$ cat src/ifm_pkg.sv
package ifm_pkg;

   // mac side beat payload and byte enables
   localparam int data_w = 64;
   localparam int keep_w = 8;

   // data fifo word: {last, keep[7:0], data[63:0]}
   localparam int beat_w = data_w + keep_w + 1;
   localparam int beat_last = beat_w - 1;
   localparam int beat_keep_lsb = data_w;

   // control fifo word: {last, be[3:0], payload[31:0]}
   localparam int ctrl_w = 37;
   localparam int ctrl_last = ctrl_w - 1;

   // status words emitted per good frame
   localparam int status_words = 6;

   // word 0 flags, fixed pattern 5 in the top nibble
   localparam logic [31:0] stat_flags_word = 32'h5000_0000;

   // single flag bit set in word 3
   localparam int stat_word3_bit = 6;

   // frame byte counter, reported in word 5
   localparam int bytecnt_w = 16;

   // fifo geometry defaults used by the top level
   localparam int def_fifo_depth_log2 = 9;

   // must cover one max size frame (188 beats) plus pipeline slack
   localparam int def_afull_margin = 200;

endpackage

$ cat src/ifm_status_gen.sv
`timescale 1ns/10ps

module ifm_status_gen (
   input  logic                        s2mm_clk,

   // from the fsm
   input  logic                        frame_clr,
   input  logic                        beat_wr,
   input  logic [ifm_pkg::keep_w-1:0]  beat_keep,
   input  logic [2:0]                  word_idx,

   // control fifo write data, one cycle after word_idx
   output logic [ifm_pkg::ctrl_w-1:0]  ctrl_wdata
);

   localparam int nbytes_w = $clog2(ifm_pkg::keep_w + 1);

   logic [nbytes_w-1:0]           beat_bytes;
   logic [ifm_pkg::bytecnt_w-1:0] bytecnt;
   logic [31:0]                   payload;

   // contiguous low mask to byte count, anything else counts as 0
   function automatic logic [nbytes_w-1:0] keep_to_bytes(
      input logic [ifm_pkg::keep_w-1:0] keep
   );
      logic [nbytes_w-1:0] n;
      n = '0;
      for (int k = 1; k <= ifm_pkg::keep_w; k++)
      begin
         if (keep == ifm_pkg::keep_w'((1 << k) - 1))
            n = nbytes_w'(k);
      end
      return n;
   endfunction

   // per beat byte count, zero on idle cycles
   always_ff @(posedge s2mm_clk)
   begin
      beat_bytes <= beat_wr ? keep_to_bytes(beat_keep) : '0;
   end

   // frame length accumulator
   always_ff @(posedge s2mm_clk)
   begin
      if (frame_clr)
         bytecnt <= '0;
      else
         bytecnt <= bytecnt + ifm_pkg::bytecnt_w'(beat_bytes);
   end

   // status payload mux
   always_comb
   begin
      payload = '0;
      case (word_idx)
         3'd0:
            payload = ifm_pkg::stat_flags_word;
         3'd3:
            payload[ifm_pkg::stat_word3_bit] = 1'b1;
         3'd5:
            payload[ifm_pkg::bytecnt_w-1:0] = bytecnt;
         // words 1, 2, 4 carry mcast / vlan fields, fixed zero here
         default:
            payload = '0;
      endcase
   end

   always_ff @(posedge s2mm_clk)
   begin
      // last status word closes the frame
      ctrl_wdata[ifm_pkg::ctrl_last] <= (word_idx == 3'(ifm_pkg::status_words - 1));
      ctrl_wdata[35:32]              <= 4'hf;
      ctrl_wdata[31:0]               <= payload;
   end

endmodule

$ cat config.mk
export PLATFORM = sky130hd
export DESIGN_NAME = ifm_status_gen
export DESIGN_NICKNAME = d
export VERILOG_FILES = /design/src/ifm_pkg.sv /design/src/ifm_status_gen.sv
export SDC_FILE = /design/constraint.sdc
export NUM_CORES = 1
export LEC_CHECK = 0
export ABC_AREA = 1
export BUFFER_PORTS_ARGS = -buffer_cell sky130_fd_sc_hd__buf_2
export CAP_MARGIN = 10
export CORE_ASPECT_RATIO = 0.75
export CORE_MARGIN = 3
export CORE_UTILIZATION = 35
export CTS_CLUSTER_DIAMETER = 30
export DETAILED_ROUTE_END_ITERATION = 7
export PLACE_DENSITY = 0.59
export SYNTH_ARGS = -nofsm -noshare
export SYNTH_HDL_FRONTEND = slang
export SYNTH_SLANG_ARGS = --single-unit
export TNS_END_PERCENT = 100
$ cat constraint.sdc
create_clock -name s2mm_clk -period 3.5 [get_ports s2mm_clk]
set_input_delay 0.175 -clock s2mm_clk [delete_from_list [all_inputs] [get_ports s2mm_clk]]
set_output_delay 0.175 -clock s2mm_clk [all_outputs]
set_load 0.01 [all_outputs]
==> metrics.csv <==
metric,value,unit
synthFlopType,dfxtp_1,
cp-end-kind,flop,
vias,1369,
drt_wl_total,3310,um
cts_root_buffer,clkbuf_8,
synth_area_per_cell,7.33,um^2
mappedNetlistArea,1750,um^2
h-tree-depth,2,
dieArea,5880,um^2
async_flop_share,0,%
dp_slack,1950,ps
layout-drive-gt1-share,20.1,%
pin_count,51,
drtAntennaViolNets,0,
maxSlewHeadroom,65.4,%
io_buffers,32,
rsz0062_at_grt,false,
gp_congestion,0.786,
leakagePower,0.911,nW
tns,0,ps
fp-row-count,21,
nNetsFinal,291,
hpwlAfterDp,2480,um
total_power,0.793,mW
drv_cap,0,
min_path_type,input port to flop,
crit_type,flop to flop,
clock-sinks,38,
dp.cells,322,
reg2reg_depth,9,
antennaDiodeCount,0,
area_growth_syn_to_layout,13.4,%
setup_ws,1940,ps
ys_warn_count,0,
cts_hold_buf,0,
die_w,87.5,um
final_util,42.8,%
numCtsBuffers,5,
status,finished clean,
ys_ff_latch,38,
drcViolationCount,0,
worstMarginPinSlew,518,ps
irDropWorstVdd,0.265,mV
ys_seq_area_share,43.6,%
finClkSkew,9.72,ps
clk_transition_reported_paths,70,ps
syn_inst,238,
worstPathMaxFanout,3,
yosysUniqueCellTypes,24,
final_cells,330,
period_needed,1560,ps
fillers,486,
drt_first_pass_iters,4,
fmax,642,MHz
hold-path-cell-count,2,
p_per_area,401,nW/um^2
grt_pass1_wl,5260,um
startpoint_type,flop,
core,4620,um^2
slew_violations,0,
die_h,67.2,um
vias_per_cell,4.15,
cp.arrival,1740,ps
antenna_found_initial,0,
setup_viol,0,
grt_max_degree,16,
gr-total-overflow,0,
synth_edf_count,0,
required,3680,ps
start_util,37.7,%
track_usage,11.8,%
clock_latency,300,ps
wl_per_cell,10.0,um
dr.first_iter.drc_count,58,
grt_pass1_vias,1149,
cts_resized,0,
finalHoldViolCount,0,
post_cts_buffers,0,
clockBufferDepth,2,
cts_tree,built,
finalCritPeriodShare,44.5,%
sequential cells by signal, summed over array words and instances, names as in the netlist:
register / count
beat_bytes: 4
ctrl_wdata: 18
bytecnt: 16
worst max-delay path, stage by stage, from the launching register on:
cell and delay, ps:
dfxtp_1 330, ha_1 170, inv_1 50, fa_1 350, inv_1 110, nand2_1 60
inv_1 70, a21oi_1 90, o21ai_0 170, a21oi_1 50
metrics by stage:
stage	cell area, um^2	hold WS [ps]
final	1980	66.3
after global routing	1980	53.4
after CTS	1980	59.1
after detailed placement	1880	366
after global placement	1880	368
after floorplan	1810	246
final timing paths:
kind               start              to  slack (ps)
max           bytecnt[0]      bytecnt[4]        1940
max reg2reg   bytecnt[0]      bytecnt[4]        1940
min          word_idx[0]  ctrl_wdata[30]          70
min reg2reg  bytecnt[15]  ctrl_wdata[15]         440
cell usage after synthesis (2+ instances only):
cell	n	area share, %
nor2_1	43	9.2
nand3_1	13	3.7
nand2_1	44	9.5
a21oi_2	2	1.0
dfxtp_1	38	44
inv_1	33	7.1
nor2_2	3	1.1
conb_1	2	0.43
nand2_2	6	2.2
o21ai_0	4	1.1
a21oi_1	11	3.2
ha_1	4	2.9
nand4_1	3	1.1
nor3_1	3	0.86
buf_4	19	8.2
buf_2	2	0.57
power breakdown:
part / leakage, nW / switching (mW) / internal (mW) / total [mW]
combinational: 0.557 / 0.0272 / 0.0110 / 0.0382
sequential: 0.306 / 0.000712 / 0.434 / 0.435
clock: 0.0472 / 0.161 / 0.158 / 0.320
total: 0.911 / 0.189 / 0.603 / 0.793
layer usage:
layer  vias up  GRT usage [%]  share of wire [%]
li1        757              -                  -
met1       554           17.3                 56
met2        52           15.2                 35
met3         6           3.78                7.1
met4         0           5.75                1.9
met5         -              0                  0
layout make-up:
cell class              instances  area, um^2  area share [%]
well taps                      57        71.3            3.60
repair buffers                 32         160            8.09
clock inverters                 2        12.5           0.632
flip-flops and latches         38         761            38.4
clock buffers                   6        82.6            4.17
multi-input cells             161         764            38.6
inverters                      34         128            6.45
cell usage in the layout (no fill, tap or decap), drive strengths merged:
cell type  count
ha             4
a21oi         13
clkinvlp       1
nor2          46
nand4          3
buf           32
or2            1
and2           1
inv           34
conb          18
nand2         51
xnor2          1
dfxtp         38
clkinv         1
o21ai          4
nand3         14
nor3           4
fa             1
clkbuf         6
kinds of logic after synthesis:
| family | Yosys count | share of synthesized area, % |
|---|---|---|
| adder cells (fa/ha/maj) | 5 | 4.01 |
| AO/OA/AOI/OAI | 17 | 5.30 |
| XOR/XNOR | 1 | 0.502 |
| flip-flops | 38 | 43.6 |
| AND/OR/NAND/NOR | 120 | 30.1 |
| buffers and inverters | 55 | 16.1 |
| other | 2 | 0.430 |
No activity file was read; power rests on OpenSTA's default activity.
