**config.mk**
```make
export PLATFORM = sky130hd
export DESIGN_NAME = ifm_sync_fifo
export DESIGN_NICKNAME = d
export VERILOG_FILES = /design/src/ifm_sync_fifo.sv
export SDC_FILE = /design/constraint.sdc
export NUM_CORES = 1
export LEC_CHECK = 0
export BUFFER_PORTS_ARGS = -buffer_cell sky130_fd_sc_hd__buf_2
export CAP_MARGIN = 20
export CORE_MARGIN = 2
export CORE_UTILIZATION = 48
export DETAILED_ROUTE_END_ITERATION = 8
export PLACE_DENSITY = 0.72
export SLEW_MARGIN = 5
export SYNTH_ARGS = -nofsm -noshare
export SYNTH_HDL_FRONTEND = slang
export SYNTH_SLANG_ARGS = --single-unit
```
**constraint.sdc**
```tcl
create_clock -name s2mm_clk -period 3.1 [get_ports s2mm_clk]
set_input_delay 0.465 -clock s2mm_clk [delete_from_list [all_inputs] [get_ports s2mm_clk]]
set_output_delay 0.465 -clock s2mm_clk [all_outputs]
set_load 0.01 [all_outputs]
```
**src/ifm_sync_fifo.sv**
```systemverilog
`timescale 1ns/10ps

module ifm_sync_fifo #(
   parameter int width = 8,
   parameter int depth_log2 = 4,
   parameter int afull_margin = 2
) (
   input  logic             s2mm_clk,
   input  logic             s2mm_resetn,
   input  logic             wren,
   input  logic [width-1:0] wdata,
   input  logic             rden,
   output logic [width-1:0] rdata,
   output logic             empty,
   output logic             full,
   output logic             afull
);

   localparam int depth = 1 << depth_log2;

   // frame word storage
   logic [width-1:0] mem [depth];

   logic [depth_log2-1:0] wr_ptr;
   logic [depth_log2-1:0] rd_ptr;
   logic [depth_log2:0]   count;
   logic [depth_log2:0]   count_nxt;
   logic [depth_log2:0]   free_nxt;
   logic                  wr_ok;
   logic                  rd_ok;

   // overflow and underflow are dropped here
   assign wr_ok = wren && !full;
   assign rd_ok = rden && !empty;

   always_comb
   begin
      case ({wr_ok, rd_ok})
         2'b10:   count_nxt = count + 1'b1;
         2'b01:   count_nxt = count - 1'b1;
         default: count_nxt = count;
      endcase
      free_nxt = (depth_log2 + 1)'(depth) - count_nxt;
   end

   always_ff @(posedge s2mm_clk or negedge s2mm_resetn)
   begin
      if (!s2mm_resetn)
      begin
         wr_ptr <= '0;
         rd_ptr <= '0;
         count  <= '0;
         afull  <= 1'b0;
      end
      else
      begin
         if (wr_ok)
            wr_ptr <= wr_ptr + 1'b1;
         if (rd_ok)
            rd_ptr <= rd_ptr + 1'b1;
         count <= count_nxt;
         // registered from the next occupancy so it is exact
         afull <= int'(free_nxt) < afull_margin;
      end
   end

   always_ff @(posedge s2mm_clk)
   begin
      if (wr_ok)
         mem[wr_ptr] <= wdata;
   end

   // show-ahead, head word visible while not empty
   assign rdata = mem[rd_ptr];
   assign empty = (count == '0);
   assign full  = (count == (depth_log2 + 1)'(depth));

endmodule

```
==> summary.txt <==
Pwr
  – Switching share of total power: 29.2%
  – Clock share of power: 30.0%
  – Int Pwr: 4430 uW
  – Switching pwr: 1830 uW
  – Static Leak: 0.00241 uW
  – Seq pwr share: 40.8%
  – Worst vdd ir: 0.000461 V
  – Share of total power in combinational logic: 29.2%
  – Power per cell area: 921 mW/mm^2

Route
  – Detailed-route DRC error count: 0
  – Via-per-instance ratio: 5.76
  – Drt total wl: 10800 um
  – ANT nets after route: 0
  – Vias: 2816
  – Drt pass-1 iters: 4
  – WL per Instance: 22.1 um
  – DRT iter0 DRCs: 277

Final layout
  – Util after Layout: 56.6%
  – Fillers: 876
  – Nets: 355
  – Storage element area: 0.00420 sq mm
  – # diodes: 0
  – Layout cells sized above 1: 22.2%
  – Area Growth Syn to Fin: 14.6%
  – Area of the multi-input gates: 0.00161 sq mm

Synth
  – Total number of yosys warnings: 0
  – Post-Syn Area per Cell: 20.2 sq um
  – Yosys reg bits: 142
  – Cells after Synth: 293
  – Synth top area share: 64.8%
  – Most frequent cells after synthesis: edfxtp_1, mux4_1, nor2_1, dfrtp_1, inv_1
  – Post-synthesis sequential area ratio: 70.7%
  – Cell area after synthesis: 0.00593 sq mm
  – Synth Flop Type: edfxtp_1
  – Post-synth EDFFs: 128
  – Count leader, synth: edfxtp_1
  – Syn_nets: 316
  – Fraction of registers with async set or reset after synthesis: 9.86%
  – Top post-synthesis cells by area: edfxtp_1, mux4_1, dfrtp_1
  – Post-synthesis cell type count: 42
  – Post-synth top area cell: edfxtp_1

Place
  – PortBufs: 22
  – Final estimated routing congestion in global placement: 0.786
  – Dpl hpwl: 6610 um

STA
  – Unrepaired setup endpoints after global routing: no
  – Rel. slew slack: 43.8%
  – Fin. max-slew vios: 0
  – Worst Tran Pin Value: 0.840 ns
  – Final setup fails: 0
  – Setup TNS: 0 ns
  – Max Fclk: 351 MHz
  – Fin crit period: 2.85 ns
  – Final Hold Fails: 0
  – Clock Skew: 0.00641 ns
  – Tcrit/Tclk final: 91.8%

Worst hold path
  – Worst hold stages: 1
  – Min-delay src: wdata[4]
  – Worst hold-check path type: in -> reg
  – Hold path endpoint: mem[2][4]$_DFFE_PP_

Floorplan
  – Die footprint: 0.0133 sq mm
  – Starting Density: 49.4%
  – Die H: 115 um
  – I/O pin count: 23
  – Die width: 115 um
  – Placeable Area: 0.0120 sq mm
  – Std-Cell Rows: 40

Worst setup path
  – Worst R2R Setup Slack: 0.25 ns
  – CP startpoint kind: register
  – Crit-path max FO: 7
  – Setup CP Type: reg -> reg
  – Critical Path AT: 3.18 ns
  – Worst setup EP type: register
  – Worst Path Required: 3.44 ns
  – R2R cell count: 10
  – Worst reg2reg startpoint: count[1]$_DFF_PN0_
  – Endpoint of the lowest-slack register-to-register path: afull$_DFF_PN0_

Run status
  – Status: complete, no violations

Global routing
  – Number of global-route vias before repair: 2879
  – Initial antenna violation count: 0
  – First-pass GRT wire length: 16700 um
  – Pin count of the biggest net entering global routing: 36
  – All-Layer GR Usage: 17.7%
  – Grt ovf: 0

Clock network
  – Htree depth: 4
  – Clock Root Buffer: clkbuf_16
  – CTS tree: done
  – Worst-path clk slew: 0.06 ns
  – CTS Buf Count: 17
  – Post CTS Setup Buffer Count: 0
  – CTS max path bufs: 2
  – Clk_lat worst skew: 0.41 ns
  – Num Clock Sinks: 142

Flow run
  – Max-cap viol count: 0
## worst max path at each step
stage / startpoint / endpoint / slack (ns) / depth (start not counted)
after floorplan: count[0]$_DFF_PN0_ / afull$_DFF_PN0_ / 0.18 / 14
after global placement: count[0]$_DFF_PN0_ / afull$_DFF_PN0_ / 0.26 / 10
after detailed placement: count[0]$_DFF_PN0_ / afull$_DFF_PN0_ / 0.18 / 10
after CTS: count[0]$_DFF_PN0_ / afull$_DFF_PN0_ / 0.18 / 10
after global routing: count[1]$_DFF_PN0_ / afull$_DFF_PN0_ / 0.06 / 12
final: count[1]$_DFF_PN0_ / afull$_DFF_PN0_ / 0.25 / 10
## cells in the final DEF, fill, tap and decap left out, drive strengths merged, types with 2 or more instances in the layout
cell type,n
mux4,40
bufinv,2
ha,10
clkinvlp,2
nor2,16
mux2i,2
nand2,9
a21oi,3
nor3,6
nand3,2
nor4b,2
edfxtp,128
nor2b,2
clkbuf,21
and2,2
clkinv,4
xnor2,7
buf,34
inv,11
a211oi,2
dfrtp,14
nand2b,2
nand4,2
## critical path: stages (launching register included)
cell and delay [ns]:
dfrtp_1 0.42, nor4_2 0.31, and2_1 0.19, nor2b_2 0.08, ha_1 0.20, buf_4 0.16
ha_1 0.36, or4b_2 0.65, nand3_1 0.14, o2111ai_1 0.12, a21oi_1 0.14
## flip-flops by register name, summed over array words and instances (netlist names)
name	count
wr_ptr	4
rd_ptr	4
count	5
mem	128
afull	1
## stage by stage
| stage | hold slack [ns] | instances | total power, uW | setup slack (ns) | instance area [sq um] |
|---|---|---|---|---|---|
| 4_1_cts | 0.432 | 489 | 6300 | 0.176 | 6780 |
| 3_3_place_gp | 0.377 | 459 | 4350 | 0.264 | 6230 |
| 3_5_place_dp | 0.388 | 459 | 4420 | 0.176 | 6230 |
| 5_1_grt | 0.446 | 489 | 6550 | 0.0587 | 6790 |
| 6_report | 0.445 | 489 | 6260 | 0.253 | 6790 |
| 2_1_floorplan | 0.169 | 293 | 3900 | 0.183 | 5930 |
## what timing repair did
action                                 4_1_cts  5_1_grt
resized for setup                            0        3
endpoints found under the hold margin       14        0
setup endpoints to repair                    0        1
hold buffers                                 1        0
## power by group through the flow
stage | combinational [uW] | sequential, uW | clock (uW)
2_1_floorplan | 1440 | 2460 | 0
6_report | 1830 | 2550 | 1880
3_5_place_dp | 1830 | 2580 | 0
3_3_place_gp | 1790 | 2570 | 0
5_1_grt | 1990 | 2580 | 1980
4_1_cts | 1850 | 2550 | 1900
## kinds of logic (layout without fill, tap and decap cells)
family,Yosys count,after routing,share of synthesized area (%)
xor+xnor,8,8,1.18
compound gates,12,12,1.37
buf+inv,26,75,2.24
flops,142,142,70.7
simple gates,51,51,4.39
fa+ha+maj,11,11,2.45
mux,43,43,17.6
## layout make-up
type	instances	share of cell area (%)
Tap cell	147	2.71
Timing Repair Buffer	35	3.28
Inverter	11	0.608
Clock buffer	21	6.48
Clock inverter	8	1.40
Multi-Input combinational cell	125	23.8
Sequential cell	142	61.8
## routing by layer
| metal | up-vias | wire length (um) | global-route usage [%] |
|---|---|---|---|
| met5 | - | 0 | 0 |
| met4 | 0 | 74 | 6.02 |
| met3 | 7 | 465 | 4.96 |
| met2 | 66 | 5430 | 28.1 |
| met1 | 1460 | 4820 | 24.1 |
| li1 | 1283 | - | - |
Note: power is estimated with default switching activity, not from simulation.
