<file path="src/ifm_pkg.sv">
package ifm_pkg;

   // mac side beat payload and byte enables
   localparam int data_w = 64;
   localparam int keep_w = 8;

   // data fifo word: {last, keep[7:0], data[63:0]}
   localparam int beat_w = data_w + keep_w + 1;
   localparam int beat_last = beat_w - 1;
   localparam int beat_keep_lsb = data_w;

   // control fifo word: {last, be[3:0], payload[31:0]}
   localparam int ctrl_w = 37;
   localparam int ctrl_last = ctrl_w - 1;

   // status words emitted per good frame
   localparam int status_words = 6;

   // word 0 flags, fixed pattern 5 in the top nibble
   localparam logic [31:0] stat_flags_word = 32'h5000_0000;

   // single flag bit set in word 3
   localparam int stat_word3_bit = 6;

   // frame byte counter, reported in word 5
   localparam int bytecnt_w = 16;

   // fifo geometry defaults used by the top level
   localparam int def_fifo_depth_log2 = 9;

   // must cover one max size frame (188 beats) plus pipeline slack
   localparam int def_afull_margin = 200;

endpackage

</file>
<file path="src/ifm_out_fsm.sv">
`timescale 1ns/10ps

module ifm_out_fsm (
   input  logic                        s2mm_clk,
   input  logic                        s2mm_resetn,

   // data fifo read side
   input  logic [ifm_pkg::beat_w-1:0]  data_rdata,
   output logic                        data_rden,

   // info fifo read side
   input  logic                        info_rdata,
   input  logic                        info_empty,
   output logic                        info_rden,

   // good fifo write side
   output logic [ifm_pkg::beat_w-1:0]  good_wdata,
   output logic                        good_wren,
   input  logic                        good_afull,

   // control fifo write side, data comes from the status gen
   output logic                        ctrl_wren,
   input  logic                        ctrl_afull,

   // status gen control
   output logic                        frame_clr,
   output logic                        beat_wr,
   output logic [ifm_pkg::keep_w-1:0]  beat_keep,
   output logic [2:0]                  word_idx
);

   localparam logic [2:0] st_idle   = 3'd0;
   localparam logic [2:0] st_copy   = 3'd1;
   localparam logic [2:0] st_drop   = 3'd2;
   localparam logic [2:0] st_status = 3'd3;
   localparam logic [2:0] st_done   = 3'd4;

   logic [2:0] state;
   logic [2:0] state_nxt;
   logic       start;
   logic       head_last;
   logic       copy_beat;
   logic       last_word;

   // verdict ready and room for a whole frame downstream
   assign start     = !info_empty && !good_afull && !ctrl_afull;
   assign head_last = data_rdata[ifm_pkg::beat_last];
   assign last_word = (word_idx == 3'(ifm_pkg::status_words - 1));

   // first beat popped already in idle
   assign data_rden = (state == st_idle && start) || state == st_copy || state == st_drop;

   // verdict retired together with the frame's last beat
   assign info_rden = data_rden && head_last;

   assign copy_beat = (state == st_idle && start && info_rdata) || state == st_copy;

   always_comb
   begin
      state_nxt = state;
      case (state)
         st_idle:
            if (start)
            begin
               // single beat frames skip copy / drop
               if (head_last)
                  state_nxt = info_rdata ? st_status : st_done;
               else
                  state_nxt = info_rdata ? st_copy : st_drop;
            end
         st_copy:
            if (head_last)
               state_nxt = st_status;
         st_drop:
            if (head_last)
               state_nxt = st_done;
         st_status:
            if (last_word)
               state_nxt = st_done;
         default:
            state_nxt = st_idle;
      endcase
   end

   always_ff @(posedge s2mm_clk or negedge s2mm_resetn)
   begin
      if (!s2mm_resetn)
      begin
         state     <= st_idle;
         word_idx  <= '0;
         good_wren <= 1'b0;
         ctrl_wren <= 1'b0;
      end
      else
      begin
         state     <= state_nxt;
         // counts 0..5 while in status, parked at 0 otherwise
         word_idx  <= (state == st_status) ? word_idx + 1'b1 : 3'd0;
         good_wren <= copy_beat;
         // lines up with the registered status word
         ctrl_wren <= (state == st_status);
      end
   end

   // head word registered on the same edge as the write enable
   always_ff @(posedge s2mm_clk)
   begin
      good_wdata <= data_rdata;
   end

   // byte count taken from what actually lands in the good fifo
   assign beat_wr   = good_wren;
   assign beat_keep = good_wdata[ifm_pkg::beat_keep_lsb +: ifm_pkg::keep_w];

   // counter held clear between frames
   assign frame_clr = (state == st_idle);

endmodule

</file>
<file path="config.mk">
export PLATFORM = sky130hd
export DESIGN_NAME = ifm_out_fsm
export DESIGN_NICKNAME = d
export VERILOG_FILES = /design/src/ifm_pkg.sv /design/src/ifm_out_fsm.sv
export SDC_FILE = /design/constraint.sdc
export NUM_CORES = 1
export LEC_CHECK = 0
export ABC_CLOCK_PERIOD_IN_PS = 1600
export BUFFER_PORTS_ARGS = -buffer_cell sky130_fd_sc_hd__buf_2
export CORE_MARGIN = 2
export CORE_UTILIZATION = 37
export CTS_CLUSTER_DIAMETER = 40
export DETAILED_ROUTE_END_ITERATION = 8
export PLACE_DENSITY = 0.75
export SYNTH_ARGS = -nofsm -noshare
export SYNTH_HDL_FRONTEND = slang
export SYNTH_SLANG_ARGS = --single-unit
</file>
<file path="constraint.sdc">
create_clock -name s2mm_clk -period 1.6 [get_ports s2mm_clk]
set_input_delay 0.48 -clock s2mm_clk [delete_from_list [all_inputs] [get_ports s2mm_clk]]
set_output_delay 0.48 -clock s2mm_clk [all_outputs]
set_load 0.03 [all_outputs]
</file>
==> impl_results.md, run 1 <==
- Remaining global-route overflow: 0
- Rel. slew slack: 85.3%
- Vias: between 1500 and 2000
- Critical Path Source: state[1]$_DFFE_PN0P_
- Mean Syn Cell Area: around 16 sq um
- GRT Resource Usage Total: roughly 17%
- Max VDD drop: between 0.8 and 0.9 mV
- CTS max path bufs: 2
- Crit path capture type: output port
- Crit-path max FO: 3
- Max_cap viols: 0
- Layout cells sized above 1: around 64%
- DRC viols: 0
- Crit Reg-Reg Startpoint: state[0]$_DFFE_PN0P_
- Synth-to-layout area growth: 58.1%
- CTS buffer count: 9
- Failing checks: setup timing
- Final setup viols: 3
- Initial core utilization: around two fifths
- Worst setup slack after layout: -244 ps
- Initial DRC count: 31
- Number of antenna violations at the first check in global routing: 0
- CTS tree: done
- Inst Count DP: 361
- Core Box Area: slightly above 0.005 sq mm
- Reg clk slew, reported paths: about 80 ps
- ANT cells: 0
- Root Buffer Master: clkbuf_8
- Tcrit/Tclk final: 115%
- Setup_tns: -468 ps
- Yosys reg bits: ~80
- Min-delay worst type: in -> reg
- Routed vias/inst: approximately 4
- Fin. max-slew vios: 0
- Crit path kind: reg -> out
- Crit path capture: info_rden
- Seq/Total Area, Yosys: 84.0%
- Number of cells on the worst reg-to-reg path: 4
- Synth unique cells: 20
- Nets: slightly below 400
- GP Congestion: between 0.7 and 0.8
- Fin cells: around 380
- Most common cell after layout, fill and taps aside: buf_2
- # H-tree levels: 3
- First-pass GRT wire length: approximately 7400 um
- Synth Warn #: 0
- Clock tree sinks: a little over 80
- Most frequent cells in the layout: 166 x buf_2, 73 x dfxtp_1, 10 x clkbuf_8
- Max frequency: between 500 and 600 MHz
- Startpoint types: flip-flop
- DR pass1 iterations: 4
- Largest net degree at the start of global routing: 14
- Die X: just under 80 um
- Status: complete, but fails checks
- CP required: roughly 1100 ps
- Vias in the first global route: approximately 1600
- Fillers: 444
- I/O pins: 169
- Final Critical Period: between 1500 and 2000 ps
- Synth Instances: between 100 and 150
- R2r setup slk: roughly 400 ps
- DP HPWL: 3860 um
- Die ar.: between 0.005 and 0.006 sq mm
- Worst-Skew Late Latency: between 300 and 400 ps
- Syn nets: 208
- Lkg Pwr: around 1.6 nW
- Antenna Nets Post-Route: 0
- Quantity of I/O buffers inserted on ports: 168
- Worst-margin pin slew: 218 ps
- Placement Rows: 26
- Critical path arrival: 1360 ps
- Skew final: roughly 1.6 ps
- WL per Instance: 12.9 um
- FF-to-FF End: state[2]$_DFFE_PN0P_
- WL final: 4880 um
- Die H: slightly below 80 um
- Hold Violations, Final: 0
- PwrDens: between 1500 and 2000 mW/mm^2
- Synth Cell Area: approximately 0.0020 sq mm
- Unrepaired setup endpoints after global routing: true
-- worst min path at each step --
stage                   start                     end  cells past startpoint
2_1_floorplan     s2mm_resetn       beat_wr$_DFF_PN0_                      0
3_3_place_gp      s2mm_resetn    state[2]$_DFFE_PN0P_                      1
3_5_place_dp      s2mm_resetn    state[2]$_DFFE_PN0P_                      1
4_1_cts        data_rdata[54]  good_wdata[54]$_DFF_P_                      1
5_1_grt        data_rdata[26]  good_wdata[26]$_DFF_P_                      1
6_report       data_rdata[16]  good_wdata[16]$_DFF_P_                      1
-- power by group --
| part | switching [mW] | internal [mW] | total [mW] |
|---|---|---|---|
| clock network | 0.686 | 0.762 | 1.45 |
| registers | 0.0677 | 2.17 | 2.24 |
| logic | 0.708 | 0.466 | 1.17 |
-- through the flow --
stage	power [mW]	hold slack (ps)	util, %	instance area [sq um]	worst slack [ps]
CTS	4.91	219	60.9	3130	-257
floorplan	3.02	184	-	1990	-59.6
global route	5.07	214	60.9	3130	-295
detailed placement	3.38	338	56.3	2890	-183
finish	4.86	236	60.9	3130	-244
global placement	3.36	333	56.3	2890	-176
-- repair_timing --
action | in CTS | in global routing
resized for setup | 5 | 0
hold buffers | 1 | 0
endpoints found under the setup margin | 3 | 3
endpoints found under the hold margin | 8 | 0
buffers inserted | 3 | 0
pin swaps | 3 | 0
-- layer usage --
layer	track usage (%)	part of all wire [%]	routed length, um	vias to the layer above
met5	0	0	0	-
met4	8.04	1.7	82	0
met3	8.59	13	621	9
met2	29.7	51	2500	107
met1	15.4	34	1680	663
li1	-	-	-	756
-- cell type report --
class | instances | area (sq um) | area share (%)
repair buffers | 179 | 942 | 30.1
clock inverters | 4 | 52.6 | 1.68
flip-flops and latches | 81 | 1660 | 53.1
multi-input cells | 31 | 231 | 7.40
well taps | 70 | 87.6 | 2.80
inverters | 3 | 11.3 | 0.360
clock buffers | 11 | 141 | 4.52
-- kinds of logic (layout without fill, tap and decap cells) --
| logic type | after synthesis | count (layout) | synth area share, % |
|---|---|---|---|
| muxes | 1 | 1 | 0.506 |
| AOI/OAI and AO/OA | 8 | 8 | 2.59 |
| xor gates and xnor gates | 2 | 2 | 0.886 |
| adders and majority gates | 3 | 3 | 1.90 |
| buffers and inverters | 14 | 197 | 4.93 |
| DFF | 81 | 81 | 84.0 |
| and+or+nand+nor | 17 | 17 | 5.19 |
-- state kept, by name, summed over array words and instances (netlist names) --
register / count
ctrl_wren: 1
beat_wr: 1
word_idx: 3
state: 3
good_wdata: 73
-- critical path, stage by stage (launching register included) --
cell,delay [ps]
dfrtp_1,400
o31a_2,360
and2_4,140
buf_6,130
-- synth_stat cells --
cell     number  area, sq um
dfxtp_1      73         1460
buf_4        10         75.1
dfrtp_1       8          200
nor2_1        5         18.8
a21oi_1       4         20.0
ha_1          3         37.5
inv_1         3         11.3
nand3_1       3         15.0
nor3_1        3         15.0
nand2_1       2         7.51
o21ai_0       2         10.0
xnor2_1       2         17.5
a41o_2        1         11.3
and2_1        1         6.26
buf_6         1         11.3
mux2i_1       1         10.0
nor4_2        1         12.5
nor4_4        1         21.3
o31a_2        1         10.0
or2_1         1         6.26
Note: power is estimated with default switching activity, not from simulation.
==> inputs of run 2 (changes only) <==
- BUFFER_PORTS_ARGS: -buffer_cell sky130_fd_sc_hd__buf_2 -> not set
- CORE_AREA: not set -> 2 2 65 67
- CORE_MARGIN: 2 -> not set
- CORE_UTILIZATION: 37 -> not set
- DIE_AREA: not set -> 0 0 67 69
- DONT_BUFFER_PORTS: not set -> 1
- PLACE_DENSITY: 0.75 -> 0.63
==> impl_results.md, run 2 (synthesis gave the netlist of run 1 again) <==
- Final setup viols: 3
- Synth-to-layout area growth: 16.8%
- Layout cells sized above 1: approximately a quarter
- Die ar.: 0.00462 sq mm
- Biggest regs: good_wdata: 73 flops, state: 3 flops, word_idx: 3 flops
- Max VDD drop: between 0.9 and 1 mV
- Die H: slightly below 70 um
- Worst-margin pin slew: around 530 ps
- Initial core utilization: between 50 and 60%
- Tcrit/Tclk final: 109%
- Clock tree sinks: just over 80
- Largest reg by FF count: good_wdata
- Min-delay worst type: in -> reg
- CTS tree: done
- DR pass1 iterations: 3
- Root Buffer Master: clkbuf_8
- Vias in the first global route: between 1000 and 1500
- Remaining global-route overflow: 0
- Unrepaired setup endpoints after global routing: true
- Largest net degree at the start of global routing: 14
- Skew final: between 6 and 7 ps
- Quantity of I/O buffers inserted on ports: 0
- Crit path capture type: output port
- Hold Violations, Final: 0
- Final core area utilization: 59.0%
- Area after DPL: just over 0.002 sq mm
- Setup_tns: -393 ps
- GP Congestion: between 0.7 and 0.8
- Max_cap viols: 0
- Status: complete, but fails checks
- DRC viols: 0
- CTS max path bufs: 2
- Vias: between 900 and 1000
- Lkg Pwr: around 1 nW
- Number of antenna violations at the first check in global routing: 1
- Placement Rows: 23
- Reg clk slew, reported paths: around 80 ps
- Final instance area: approximately 0.0023 sq mm
- Rel. slew slack: 64.9%
- Startpoint types: flip-flop
- Failing checks: setup timing
- Antenna Nets Post-Route: 0
- Crit path kind: reg -> out
- # H-tree levels: 3
- Max frequency: between 500 and 600 MHz
- Worst slack at placement: 81.4 ps
- Inst Count DP: approximately 180
- Max reg flops: between 70 and 80
- WL per Instance: approximately 20 um
- WL final: around 3900 um
- CTS buffer count: 9
- Nets: roughly 230
- Critical path arrival: 1260 ps
- First-pass GRT wire length: about 5400 um
- CP required: approximately 1100 ps
- Crit-path max FO: 3
- Die X: roughly 67 um
- Most frequent cells in the layout: 73 x dfxtp_1, 15 x buf_4, 11 x clkbuf_8
- Worst setup slack after layout: -143 ps
- I/O pins: around 170
- Routed vias/inst: 4.86
- PwrDens: between 1500 and 2000 mW/mm^2
- R2r setup slk: about 340 ps
- Final Critical Period: 1740 ps
- Most common cell after layout, fill and taps aside: dfxtp_1
- Core Box Area: between 0.003 and 0.004 sq mm
- Fin. max-slew vios: 0
- Initial DRC count: 33
- DP HPWL: about 3100 um
- GRT Resource Usage Total: about 17%
- Worst-Skew Late Latency: ~330 ps
- Fin cells: between 150 and 200
run 2: area by class of cell:
class	instances	area (sq um)
sequential	81	1660
fill	308	1600
multi-input combinational	31	231
clock buffer	13	159
timing repair buffer	17	134
tap	50	62.6
clock inverter	3	47.5
inverter	3	11.3
antenna	1	2.50
run 2: critical path, stage by stage (launching register included):
cell     delay [ps]
dfrtp_1         400
o31a_2          360
and2_4          180
run 2: timing repair:
item,in CTS,in global routing
buffers inserted,1,1
setup endpoints to repair,3,3
resized for setup,1,1
hold endpoints to repair,8,0
pin swaps,1,1
hold buffers,1,0
run 2: per-stage QoR:
step,hold slack (ps),total power [mW]
floorplan,184,3.02
detailed placement,185,3.13
global route,140,4.78
global placement,185,3.12
finish,167,4.59
CTS,148,4.61
run 2: final timing paths:
check                                 startpoint  cells after the start                     to
hold reg to reg             state[2]$_DFFE_PN0P_                      1      beat_wr$_DFF_PN0_
setup / recovery            state[0]$_DFFE_PN0P_                      2              info_rden
min in group asynchronous            s2mm_resetn                      1   state[0]$_DFFE_PN0P_
max in group asynchronous            s2mm_resetn                      1   state[2]$_DFFE_PN0P_
hold / removal                     data_rdata[6]                      0  good_wdata[6]$_DFF_P_
setup reg to reg           word_idx[0]$_DFF_PN0_                      3   state[1]$_DFFE_PN0P_
run 2: power by group:
group / internal [mW] / switching, mW / total, mW
Clock: 0.816 / 0.650 / 1.47
Combinational: 0.261 / 0.362 / 0.623
Sequential: 2.18 / 0.330 / 2.51
Total: 3.25 / 1.34 / 4.59
run 2: routing by layer:
metal	GRT usage, %	wire [um]	up-vias
li1	-	-	431
met1	16.1	1330	426
met2	27.2	1960	100
met3	9.95	539	10
met4	11.6	85	0
met5	0	0	-
